==> src/hw/cpu_pkg.sv <==
`default_nettype none

package cpu_pkg;

    localparam int word_width      = 32;
    localparam int reg_index_width = 3;
    localparam int imm_width       = 16;
    localparam int opcode_width    = 7;
    localparam int shift_width     = 5;
    localparam int num_regs        = 8;

    typedef logic [word_width-1:0]      word_t;
    typedef logic [reg_index_width-1:0] reg_index_t;
    typedef logic [imm_width-1:0]       imm_t;

    // Fetch starts from word zero after reset
    localparam word_t reset_pc = '0;

    // Code zero is left free so a cleared instruction word does nothing
    typedef enum logic [opcode_width-1:0] {
        op_add   = 7'd1,
        op_sub   = 7'd2,
        op_and   = 7'd3,
        op_or    = 7'd4,
        op_xor   = 7'd5,
        op_shl   = 7'd6,
        op_store = 7'd7,
        op_shr   = 7'd8,
        op_lil   = 7'd9,
        op_lih   = 7'd10,
        op_cmpeq = 7'd11,
        op_cmplt = 7'd12,
        op_brf   = 7'd13,
        op_jmp   = 7'd14,
        op_load  = 7'd15,
        op_halt  = 7'd127
    } opcode_t;

    typedef enum logic [1:0] {
        st_fetch,
        st_execute,
        st_halted
    } state_t;

    // Instruction word with the opcode in the low bits
    typedef struct packed {
        imm_t       imm;
        reg_index_t src_b;
        reg_index_t src_a;
        reg_index_t dst;
        opcode_t    opcode;
    } instr_t;

    // Register file reads for the instruction in execute
    typedef struct packed {
        word_t a;
        word_t b;
        word_t dst_value;
        logic  flag_a;
        logic  dst_flag;
    } operands_t;

    typedef struct packed {
        word_t result;
        logic  flag;
        logic  write_reg;
        logic  take_branch;
        word_t target;
    } alu_out_t;

endpackage

`default_nettype wire

==> src/hw/alu.sv <==
`timescale 1ns/1ps
`default_nettype none

module alu (
    input  wire cpu_pkg::instr_t    instr,
    input  wire cpu_pkg::operands_t operands,
    output cpu_pkg::alu_out_t       alu_out
);
    import cpu_pkg::*;

    logic [word_width:0]    wide_sum;
    logic [word_width:0]    wide_diff;
    logic [shift_width-1:0] shift_amount;
    word_t                  imm_ext;

    assign wide_sum     = {1'b0, operands.a} + {1'b0, operands.b};
    assign wide_diff    = {1'b0, operands.a} - {1'b0, operands.b};
    assign shift_amount = operands.b[shift_width-1:0];
    assign imm_ext      = {{(word_width-imm_width){1'b0}}, instr.imm};

    always_comb begin
        alu_out.result      = operands.dst_value;
        alu_out.flag        = operands.dst_flag;
        alu_out.write_reg   = 1'b1;
        alu_out.take_branch = 1'b0;
        // Branch and jump targets are absolute word addresses
        alu_out.target      = imm_ext;

        case (instr.opcode)
            op_add: begin
                alu_out.result = wide_sum[word_width-1:0];
                alu_out.flag   = wide_sum[word_width];
            end
            op_sub: begin
                // Top bit of the widened difference is the borrow
                alu_out.result = wide_diff[word_width-1:0];
                alu_out.flag   = wide_diff[word_width];
            end
            op_and: begin
                alu_out.result = operands.a & operands.b;
                alu_out.flag   = (alu_out.result == '0);
            end
            op_or: begin
                alu_out.result = operands.a | operands.b;
                alu_out.flag   = (alu_out.result == '0);
            end
            op_xor: begin
                alu_out.result = operands.a ^ operands.b;
                alu_out.flag   = (alu_out.result == '0);
            end
            op_shl: begin
                alu_out.result = operands.a << shift_amount;
                alu_out.flag   = (alu_out.result == '0);
            end
            op_shr: begin
                alu_out.result = operands.a >> shift_amount;
                alu_out.flag   = (alu_out.result == '0);
            end
            op_lil: begin
                alu_out.result = imm_ext;
                alu_out.flag   = 1'b0;
            end
            op_lih: begin
                alu_out.result = {instr.imm, operands.dst_value[imm_width-1:0]};
                alu_out.flag   = 1'b0;
            end
            // Compares rewrite the destination with its own value
            op_cmpeq: alu_out.flag = (operands.a == operands.b);
            op_cmplt: alu_out.flag = (operands.a < operands.b);
            op_brf: begin
                alu_out.write_reg   = 1'b0;
                alu_out.take_branch = operands.flag_a;
            end
            op_jmp: begin
                alu_out.write_reg   = 1'b0;
                alu_out.take_branch = 1'b1;
            end
            op_load: begin
                // The sequencer replaces the result by the memory word
                alu_out.result = '0;
                alu_out.flag   = 1'b0;
            end
            default: alu_out.write_reg = 1'b0;
        endcase
    end

endmodule

`default_nettype wire

==> src/hw/cpu.sv <==
`timescale 1ns/1ps
`default_nettype none

module cpu (
    input  wire                 clock,
    input  wire                 reset,
    input  wire cpu_pkg::word_t data,
    output cpu_pkg::word_t      data_out,
    output cpu_pkg::word_t      address,
    output logic                write,
    output logic                halted
);
    import cpu_pkg::*;

    instr_t     instr;
    operands_t  operands;
    alu_out_t   alu_out;
    logic       write_enable;
    reg_index_t write_index;
    word_t      write_value;
    logic       write_flag;

    cpu_control i_cpu_control (
        .clock        (clock),
        .reset        (reset),
        .data         (data),
        .operands     (operands),
        .alu_out      (alu_out),
        .instr        (instr),
        .write_enable (write_enable),
        .write_index  (write_index),
        .write_value  (write_value),
        .write_flag   (write_flag),
        .address      (address),
        .data_out     (data_out),
        .write        (write),
        .halted       (halted)
    );

    reg_file i_reg_file (
        .clock        (clock),
        .reset        (reset),
        .instr        (instr),
        .write_enable (write_enable),
        .write_index  (write_index),
        .write_value  (write_value),
        .write_flag   (write_flag),
        .operands     (operands)
    );

    // Result, flag and branch decision for the instruction in execute
    alu i_alu (
        .instr    (instr),
        .operands (operands),
        .alu_out  (alu_out)
    );

endmodule

`default_nettype wire

==> src/hw/cpu_control.sv <==
`timescale 1ns/1ps
`default_nettype none

module cpu_control (
    input  wire                     clock,
    input  wire                     reset,
    input  wire cpu_pkg::word_t     data,
    input  wire cpu_pkg::operands_t operands,
    input  wire cpu_pkg::alu_out_t  alu_out,
    output cpu_pkg::instr_t         instr,
    output logic                    write_enable,
    output cpu_pkg::reg_index_t     write_index,
    output cpu_pkg::word_t          write_value,
    output logic                    write_flag,
    output cpu_pkg::word_t          address,
    output cpu_pkg::word_t          data_out,
    output logic                    write,
    output logic                    halted
);
    import cpu_pkg::*;

    state_t state;
    word_t  pc;
    word_t  next_pc;
    instr_t ir;
    logic   in_execute;
    logic   is_load;
    logic   is_store;
    logic   is_halt;

    assign in_execute = (state == st_execute);
    assign is_load    = (ir.opcode == op_load);
    assign is_store   = (ir.opcode == op_store);
    assign is_halt    = (ir.opcode == op_halt);

    // The program counter steps by one or takes the branch target
    assign next_pc = alu_out.take_branch ? alu_out.target : pc + 1'b1;

    always_ff @(posedge clock) begin
        if (reset) begin
            state <= st_fetch;
            pc    <= reset_pc;
        end else begin
            case (state)
                st_fetch: state <= st_execute;
                st_execute: begin
                    pc    <= next_pc;
                    state <= is_halt ? st_halted : st_fetch;
                end
                default: state <= st_halted;
            endcase
        end
    end

    // The memory word on the port during fetch is the next instruction
    always_ff @(posedge clock) begin
        if (state == st_fetch) begin
            ir <= data;
        end
    end

    assign instr = ir;

    // Register write at the end of the execute cycle
    assign write_enable = in_execute && alu_out.write_reg;
    assign write_index  = ir.dst;
    assign write_value  = is_load ? data : alu_out.result;
    assign write_flag   = alu_out.flag;

    // Loads and stores borrow the port in execute with operand b as the word address
    assign address  = (in_execute && (is_load || is_store)) ? operands.b : pc;
    assign data_out = operands.a;
    assign write    = in_execute && is_store;
    assign halted   = (state == st_halted);

endmodule

`default_nettype wire

==> src/hw/reg_file.sv <==
`timescale 1ns/1ps
`default_nettype none

module reg_file (
    input  wire                    clock,
    input  wire                    reset,
    input  wire cpu_pkg::instr_t   instr,
    input  wire                    write_enable,
    input  wire cpu_pkg::reg_index_t write_index,
    input  wire cpu_pkg::word_t    write_value,
    input  wire                    write_flag,
    output cpu_pkg::operands_t     operands
);
    import cpu_pkg::*;

    word_t regs  [num_regs];
    logic  flags [num_regs];

    // One write port that updates a value and its flag together
    always_ff @(posedge clock) begin
        if (reset) begin
            for (int i = 0; i < num_regs; i++) begin
                regs[i]  <= '0;
                flags[i] <= 1'b0;
            end
        end else if (write_enable) begin
            regs[write_index]  <= write_value;
            flags[write_index] <= write_flag;
        end
    end

    // Reads are combinational on the instruction fields
    always_comb begin
        operands.a         = regs[instr.src_a];
        operands.b         = regs[instr.src_b];
        operands.flag_a    = flags[instr.src_a];
        // lih and the compares need the old destination contents
        operands.dst_value = regs[instr.dst];
        operands.dst_flag  = flags[instr.dst];
    end

endmodule

`default_nettype wire

==> config.mk <==
export PLATFORM = sky130hd
export DESIGN_NAME = cpu
export DESIGN_NICKNAME = d
export VERILOG_FILES = /design/src/hw/cpu_pkg.sv /design/src/hw/alu.sv /design/src/hw/cpu.sv /design/src/hw/cpu_control.sv /design/src/hw/reg_file.sv
export SDC_FILE = /design/constraint.sdc
export NUM_CORES = 1
export LEC_CHECK = 0
export BUFFER_PORTS_ARGS = -buffer_cell sky130_fd_sc_hd__buf_2
export CELL_PAD_IN_SITES_DETAIL_PLACEMENT = 1
export CELL_PAD_IN_SITES_GLOBAL_PLACEMENT = 2
export CORE_ASPECT_RATIO = 1.25
export CORE_MARGIN = 4
export CORE_UTILIZATION = 38
export DETAILED_ROUTE_END_ITERATION = 8
export GPL_TIMING_DRIVEN = 0
export PLACE_DENSITY_LB_ADDON = 0.1
export SLEW_MARGIN = 25
export SYNTH_ARGS = -nofsm -noshare
export SYNTH_HDL_FRONTEND = slang
export SYNTH_SLANG_ARGS = --single-unit
==> constraint.sdc <==
create_clock -name clock -period 5.1 [get_ports clock]
set_input_delay 0.765 -clock clock [delete_from_list [all_inputs] [get_ports clock]]
set_output_delay 0.765 -clock clock [all_outputs]
set_load 0.005 [all_outputs]
==> results.sh, run 1 <==
export IMPL_fp_dieH_um=302
export IMPL_dr_total_vias=26800
export IMPL_top_ports=100
export IMPL_antenna_left=0
export IMPL_crit_required_ns=5.43
export IMPL_first_global_vias=26800
export IMPL_cts_clk_slew_worst_paths_ns=0.06
export IMPL_final_nets=3114
export IMPL_cts_root_to_sink_buffers=3
export IMPL_slew_headroom_pct=20.2
export IMPL_hold_path_class="in -> reg"
export IMPL_grt_max_degree=20
export IMPL_netlist_top_cells_area="edfxtp_1, mux4_2, nor2_1"
export IMPL_drt_iter0_drc=3651
export IMPL_core_area_sq_mm=0.0684
export IMPL_all_layer_global_routing_usage_pct=40.6
export IMPL_areal_power_density_over_the_cells_mw_per_mm2=394
export IMPL_fp_dieW_um=243
export IMPL_place_hpwl_um=118000
export IMPL_clockRootBuffer="clkbuf_16"
export IMPL_status="finished, violations left"
export IMPL_ys_seq_area_share_pct=36.8
export IMPL_final_setup_viol_count=40
export IMPL_power_switching_mw=5.96
export IMPL_yosysMostFrequentCell="nor2_1"
export IMPL_effective_utilization_at_floorplan_pct=38.4
export IMPL_highest_signal_layer="met5"
export IMPL_max_transition_viols_final=0
export IMPL_clock_fmax_ghz=0.192
export IMPL_synth_area_per_inst_sq_um=9.82
export IMPL_timing_critical_path_fanout_max=10
export IMPL_synth_seq_cells=336
export IMPL_cts_hold_buffers=0
export IMPL_setup_worst_path_end_class="register"
export IMPL_worst_pin_slew_ns=1.19
export IMPL_initial_antenna_violation_count=3
export IMPL_netlist_instances=2677
export IMPL_grt_remaining_overflow=0
export IMPL_end_of_flow_core_utilization_pct=49.0
export IMPL_finClkSkew_ns=0.0461
export IMPL_post_route_period_util_pct=102
export IMPL_combinationalPowerShare_pct=53.6
export IMPL_synthArstFlopShare_pct=0
export IMPL_post_layout_total_power_mw=13.2
export IMPL_wl_met1_um=54500
export IMPL_clock_tree_from_tritoncts="yes"
export IMPL_netSwitchingFraction_pct=45.2
export IMPL_route_met3_wl_um=14200
export IMPL_drv_max_cap_violation_count=0
export IMPL_synth_largest_type_area_fraction_pct=33.8
export IMPL_syn_to_final_growth_pct=27.5
export IMPL_cts_htree_levels=2
export IMPL_routed_wl_um=155000
export IMPL_yosys_warnings=0
export IMPL_worstPathArrival_ns=5.53
export IMPL_sequentialPowerShare_pct=24.1
export IMPL_ys_dominant_reg_cell="edfxtp_1"
export IMPL_synth_edf_count=296
export IMPL_criticalPathCategory="reg -> reg"
export IMPL_cell_internal_pwr_mw=7.24
export IMPL_timing_setup_tns_ns=-1.75
export IMPL_yosys_area_top_type="edfxtp_1"
export IMPL_worst_skew_pair_late_latency_ns=0.61
export IMPL_clock_power_share_pct=22.3
export IMPL_synth_top_cells_by_count="nor2_1, edfxtp_1, a21oi_1"
export IMPL_clock_sink_count=336
export IMPL_drt_pre_antenna_iters=7
export IMPL_post_route_cells_drive_above_1_share_pct=29.2
export IMPL_failed_checks="negative setup slack"
export IMPL_drt_drc_violations_left=0
export IMPL_unrepaired_setup_endpoints_after_global_routing="yes"
export IMPL_total_leakage_power_nw=12.3
export IMPL_wire_length_of_the_first_global_routing_pass_um=211000
export IMPL_per_cell_via_count_in_the_routed_design=6.81
export IMPL_core_rowCount=107
export IMPL_cts_buffers_inserted=39
export IMPL_final_setup_worst_slack_ns=-0.100
export IMPL_postSynthNetCount=2812
export IMPL_met2RoutedLength_um=71100
export IMPL_unique_cell_type_count_in_the_yosys_netlist=90
export IMPL_hold_violations=0
export IMPL_n_fill_cell=7448
export IMPL_place_port_buffers=98
export IMPL_cell_area_after_technology_mapping_sq_mm=0.0263
export IMPL_finalCriticalPeriod_ns=5.20
export IMPL_fp_dieArea_sq_mm=0.0735
export IMPL_critPathLaunchType="register"
export IMPL_wl_per_cell_um=39.3
export IMPL_vdd_ir_drop_max_v=0.000335
export IMPL_gp_congestion=1.04
==> worst max-delay path: stages, from the launching register on <==
cell	delay, ns
dfxtp_2	0.39
buf_8	0.21
buf_6	0.26
mux4_2	0.59
mux2i_4	0.39
inv_1	0.36
ha_1	0.43
a21o_1	0.20
a21oi_1	0.19
inv_1	0.10
o21ai_4	0.27
buf_6	0.15
a2111oi_4	0.06
o41a_1	0.41
a221o_1	0.38
a211oi_4	0.30
buf_12	0.17
nor3_1	0.05
==> registers in the layout (all words and copies together) (netlist names), named ones only <==
name	cells
i_cpu_control.instr	29
i_cpu_control.pc	32
i_cpu_control.state	2
i_cpu_control.write_index	3
i_reg_file.flags	8
i_reg_file.regs	256
==> cell usage in the layout (no fill, tap or decap), types with 33 or more instances in the layout <==
cell type,netlist,routed
mux4_2,130,130
a22oi_1,42,40
ha_1,99,76
buf_12,1,43
nand2_1,145,144
buf_2,27,102
nand3_1,34,33
clkbuf_1,126,96
edfxtp_1,296,296
nor2_1,442,435
buf_4,2,157
a211oi_1,49,42
mux2i_1,157,90
dfxtp_1,40,38
nor3_1,82,73
inv_1,92,75
a21oi_1,196,177
clkbuf_16,0,40
mux2i_4,11,67
o21ai_0,109,101
==> metal layers <==
layer	track usage [%]	vias up
li1	-	10800
met1	47.6	13500
met2	66.7	1878
met3	8.44	592
met4	28.6	4
met5	0	-
==> logic make-up (layout without fill, tap and decap cells) <==
kind of cell | after synthesis | after routing | share of synthesized area, %
buffers and inverters | 295 | 626 | 4.81
xor gates and xnor gates | 29 | 29 | 0.966
DFF | 336 | 336 | 36.8
AOI/OAI and AO/OA | 686 | 686 | 17.4
other | 0 | 2 | 0
muxes | 331 | 331 | 19.5
and+or+nand+nor | 899 | 899 | 15.6
adders and majority gates | 101 | 101 | 4.86
==> per-stage QoR <==
step | instance area (sq um) | hold WS [ns] | setup WS [ns] | cells
global placement | 28000 | 0.464 | -3.37 | 3701
CTS | 32200 | 0.337 | 0.000350 | 3856
finish | 33500 | 0.362 | -0.100 | 3936
global route | 33500 | 0.355 | -0.0987 | 3934
detailed placement | 28300 | 0.465 | -3.03 | 3707
floorplan | 26400 | 0.449 | 0.00955 | 2677
==> layout make-up <==
| class | count | area (sq um) | share of cell area, % |
|---|---|---|---|
| well taps | 926 | 1160 | 3.46 |
| multi-input cells | 2046 | 17400 | 51.8 |
| inverters | 102 | 450 | 1.34 |
| plain buffers | 173 | 1350 | 4.03 |
| clock inverters | 25 | 299 | 0.892 |
| clock buffers | 45 | 998 | 2.98 |
| repair buffers | 281 | 2210 | 6.60 |
| diodes | 2 | 5.00 | 0.0149 |
| flip-flops and latches | 336 | 9690 | 28.9 |
==> final timing paths <==
path	start	to	slack, ns	cells after the start
worst max-delay path	register	i_reg_file.regs[2][24]	-0.10	17
worst min-delay path	data[27]	i_cpu_control.instr[27]	0.36	1
worst max register to register	register	i_reg_file.regs[2][24]	-0.10	17
worst min register to register	i_cpu_control.instr[11]	register	0.48	1
==> power groups by stage <==
stage	sequential [mW]	combinational [mW]	clock [mW]
after floorplan	3.18	3.10	0
after global placement	3.23	5.23	0
after detailed placement	3.23	5.29	0
after CTS	3.18	6.30	2.95
after global routing	3.19	7.19	3.07
final	3.19	7.07	2.94
==> what timing repair did <==
action	in CTS	in global routing
buffers inserted	93	87
pin swaps	43	52
resized for setup	403	158
setup endpoints to repair	365	296
No activity file was read; power rests on OpenSTA's default activity.
==> run 2, diff against run 1 <==
CORE_UTILIZATION = 39   (was 38)
CTS_BUF_LIST = sky130_fd_sc_hd__clkbuf_16   (was default)
SKIP_CTS_REPAIR_TIMING = 1   (was default)
SYNTH_HIERARCHICAL = 1   (was default)
==> run 2 against run 1 <==
Compared with the run above:
- the flow still finishes with violations (negative setup slack)
- die area up 10%
- critical path type unchanged
- maximum frequency down 6.1%
- combinational power down 21%
- sequential power about the same
- sequential cell count down 6
- wire length up 8.3%
- register-to-register slack worse by 0.34 ns
- critical path depth up 4
- sequential share of layout area down 2.7 points
- final cell count up 5.6%
==> results.sh, run 2 <==
export IMPL_yosys_warnings=6
export IMPL_synth_largest_type_area_fraction_pct=29.8
export IMPL_drv_max_cap_violation_count=0
export IMPL_clock_power_share_pct=24.3
export IMPL_place_port_buffers=99
export IMPL_dr_total_vias=29200
export IMPL_crit_required_ns=5.41
export IMPL_criticalPathCategory="reg -> reg"
export IMPL_combinationalPowerShare_pct=48.3
export IMPL_timing_hold_worst_endpoint="i_cpu_control/instr[25]"
export IMPL_status="finished, violations left"
export IMPL_initial_antenna_violation_count=12
export IMPL_regMostFlops="i_reg_file/regs"
export IMPL_cts_clk_slew_worst_paths_ns=0.06
export IMPL_clock_sink_count=330
export IMPL_synthArstFlopShare_pct=0
export IMPL_synth_seq_cells=330
export IMPL_wl_per_cell_um=40.3
export IMPL_regToRegSetupSlack_ns=-0.44
export IMPL_final_setup_worst_slack_ns=-0.437
export IMPL_drt_iter0_drc=3037
export IMPL_most_common_layout_cells="edfxtp_1, nor3_1, mux4_2"
export IMPL_unique_cell_type_count_in_the_yosys_netlist=100
export IMPL_clock_fmax_ghz=0.181
export IMPL_finalCriticalPeriod_ns=5.54
export IMPL_synth_top_cells_by_count="edfxtp_1, nor3_1, mux4_2"
export IMPL_post_route_cells_drive_above_1_share_pct=36.9
export IMPL_core_area_sq_mm=0.0759
export IMPL_hold_path_class="in -> reg"
export IMPL_first_global_vias=29300
export IMPL_slew_headroom_pct=21.5
export IMPL_critPathLaunchType="register"
export IMPL_timing_critical_path_fanout_max=11
export IMPL_worst_r2r_endpoint="i_reg_file/regs[6][31]"
export IMPL_ys_dominant_reg_cell="edfxtp_1"
export IMPL_cts_htree_levels=2
export IMPL_failed_checks="negative setup slack"
export IMPL_fp_dieArea_sq_mm=0.0809
export IMPL_largest_register_ffs=256
export IMPL_worstPathArrival_ns=5.84
export IMPL_fp_dieW_um=255
export IMPL_antenna_left=0
export IMPL_grt_max_degree=20
export IMPL_worst_r2r_startpoint="i_cpu_control/instr[13]"
export IMPL_hold_violations=0
export IMPL_post_layout_total_power_mw=11.6
export IMPL_cts_buffers_inserted=39
export IMPL_per_cell_via_count_in_the_routed_design=7.03
export IMPL_final_nets=3280
export IMPL_areal_power_density_over_the_cells_mw_per_mm2=318
export IMPL_effective_utilization_at_floorplan_pct=39.2
export IMPL_critical_path_max_stage_delay_ns=0.51
export IMPL_drt_drc_violations_left=0
export IMPL_yosysMostFrequentCell="edfxtp_1"
export IMPL_clockRootBuffer="clkbuf_16"
export IMPL_unrepaired_setup_endpoints_after_global_routing="yes"
export IMPL_top_ports=100
export IMPL_min_delay_start="data[25]"
export IMPL_place_hpwl_um=130000
export IMPL_yosys_area_top_type="edfxtp_1"
export IMPL_post_route_period_util_pct=109
export IMPL_cts_root_to_sink_buffers=3
export IMPL_worst_pin_slew_ns=1.18
export IMPL_synth_edf_count=296
export IMPL_netlist_top_cells_area="edfxtp_1, mux4_2, mux2_2"
export IMPL_all_layer_global_routing_usage_pct=39.7
export IMPL_clock_tree_from_tritoncts="yes"
export IMPL_worst_hold_slack_ns=0.366
export IMPL_worst_skew_pair_late_latency_ns=0.60
export IMPL_critPathMostFrequentCell="buf_12"
export IMPL_final_setup_viol_count=154
export IMPL_sequentialPowerShare_pct=27.4
export IMPL_ys_seq_area_share_pct=32.1
export IMPL_cell_internal_pwr_mw=6.66
export IMPL_total_leakage_power_nw=13.0
export IMPL_syn_to_final_growth_pct=22.4
export IMPL_netSwitchingFraction_pct=42.5
export IMPL_setup_worst_path_end_class="register"
export IMPL_cell_area_after_technology_mapping_sq_mm=0.0298
export IMPL_max_transition_viols_final=0
export IMPL_routed_wl_um=168000
export IMPL_gp_congestion=1.05
export IMPL_worstHoldPathCells=1
export IMPL_layout_commonest_cell="edfxtp_1"
export IMPL_vdd_ir_drop_max_v=0.000313
export IMPL_wire_length_of_the_first_global_routing_pass_um=228000
export IMPL_drt_pre_antenna_iters=7
export IMPL_power_switching_mw=4.92
export IMPL_netlist_instances=2857
export IMPL_grt_remaining_overflow=0
export IMPL_finClkSkew_ns=0.0327
export IMPL_core_rowCount=113
export IMPL_rr_worst_depth=21
export IMPL_worstPathCellList="buf_12 -> buf_12 -> mux4_2 -> mux2_4 -> buf_6 -> inv_8 -> buf_12 -> ha_4 -> nor2_4 -> o311ai_4 -> a311o_1 -> o21a_4 -> nor4_4 -> buf_4 -> o211a_1 -> or3_1 -> o2111ai_2 -> o22a_1 -> mux2_2 -> clkinvlp_4 -> nor3_1"
export IMPL_fp_dieH_um=317
export IMPL_synth_area_per_inst_sq_um=10.4
export IMPL_critPathSlowestCell="mux4_2"
run 2: changes by cell type after synthesis, sizes merged, moves of 31 or more:
cell    delta
nor2     -244
nor3     +223
mux2     +155
mux2i    -111
buf      +103
mux4     +102
a21oi     -80
clkinv    +31
run 2: critical path, delay by kind of cell, from the launching register on:
kind	cells	cell delay, ns
AOI/OAI and AO/OA	6	1.49
adders and majority gates	1	0.25
buffers and inverters	7	1.23
DFF	1	0.41
muxes	3	1.16
and+or+nand+nor	4	0.69
run 2: metrics by stage:
stage	setup WS [ns]	instance area (sq um)	utilization, %	instances	TNS (ns)
6_report	-0.437	36500	48.0	4158	-30.57
3_5_place_dp	-2.57	32100	42.3	3966	-356.11
4_1_cts	-2.60	33400	44.0	4036	-365.84
3_3_place_gp	-2.71	31600	41.6	3948	-788.97
5_1_grt	-0.557	36400	48.0	4151	-45.85
2_1_floorplan	0.0269	29900	-	2872	0
run 2: logic make-up after synthesis:
group / synth area share [%]
compound gates: 14.4
xor+xnor: 0.206
fa+ha+maj: 4.29
buf+inv: 7.50
flops: 32.1
mux: 26.8
other cells: 0.0126
simple gates: 14.7
run 2: final cells by class:
class / instances / area (sq um)
multi-input combinational: 2095 / 19700
antenna: 7 / 17.5
clock buffer: 40 / 1000
timing repair buffer: 242 / 2010
inverter: 132 / 623
fill: 8240 / 39500
tap: 977 / 1220
buffer: 305 / 2080
clock inverter: 30 / 235
sequential: 330 / 9570
run 2: how the worst max path moves through the flow:
stage	start	to	depth (start not counted)
2_1_floorplan	i_cpu_control/instr[13]	i_reg_file/regs[4][24]	21
3_3_place_gp	i_cpu_control/instr[14]	i_reg_file/regs[5][27]	19
3_5_place_dp	i_cpu_control/instr[14]	i_reg_file/regs[2][27]	19
4_1_cts	i_cpu_control/instr[14]	i_reg_file/regs[2][27]	19
5_1_grt	i_cpu_control/instr[10]	i_reg_file/flags[0]	18
6_report	i_cpu_control/instr[13]	i_reg_file/regs[6][31]	21
run 2: power groups by stage:
stage                     clock, mW  combinational [mW]  sequential [mW]
after CTS                      2.85                4.51             3.16
after global routing           2.96                5.72             3.18
after floorplan                   0                2.67             3.15
final                          2.81                5.60             3.18
after global placement            0                4.40             3.22
after detailed placement          0                4.48             3.22
run 2: layer usage:
layer / wire length [um] / GRT usage (%) / vias to the layer above
met1: 58200 / 45.3 / 15000
met4: 15000 / 25.7 / 8
met3: 13600 / 7.44 / 600
met2: 81000 / 68.2 / 1805
met5: 42 / 0 / -
li1: - / - / 11800
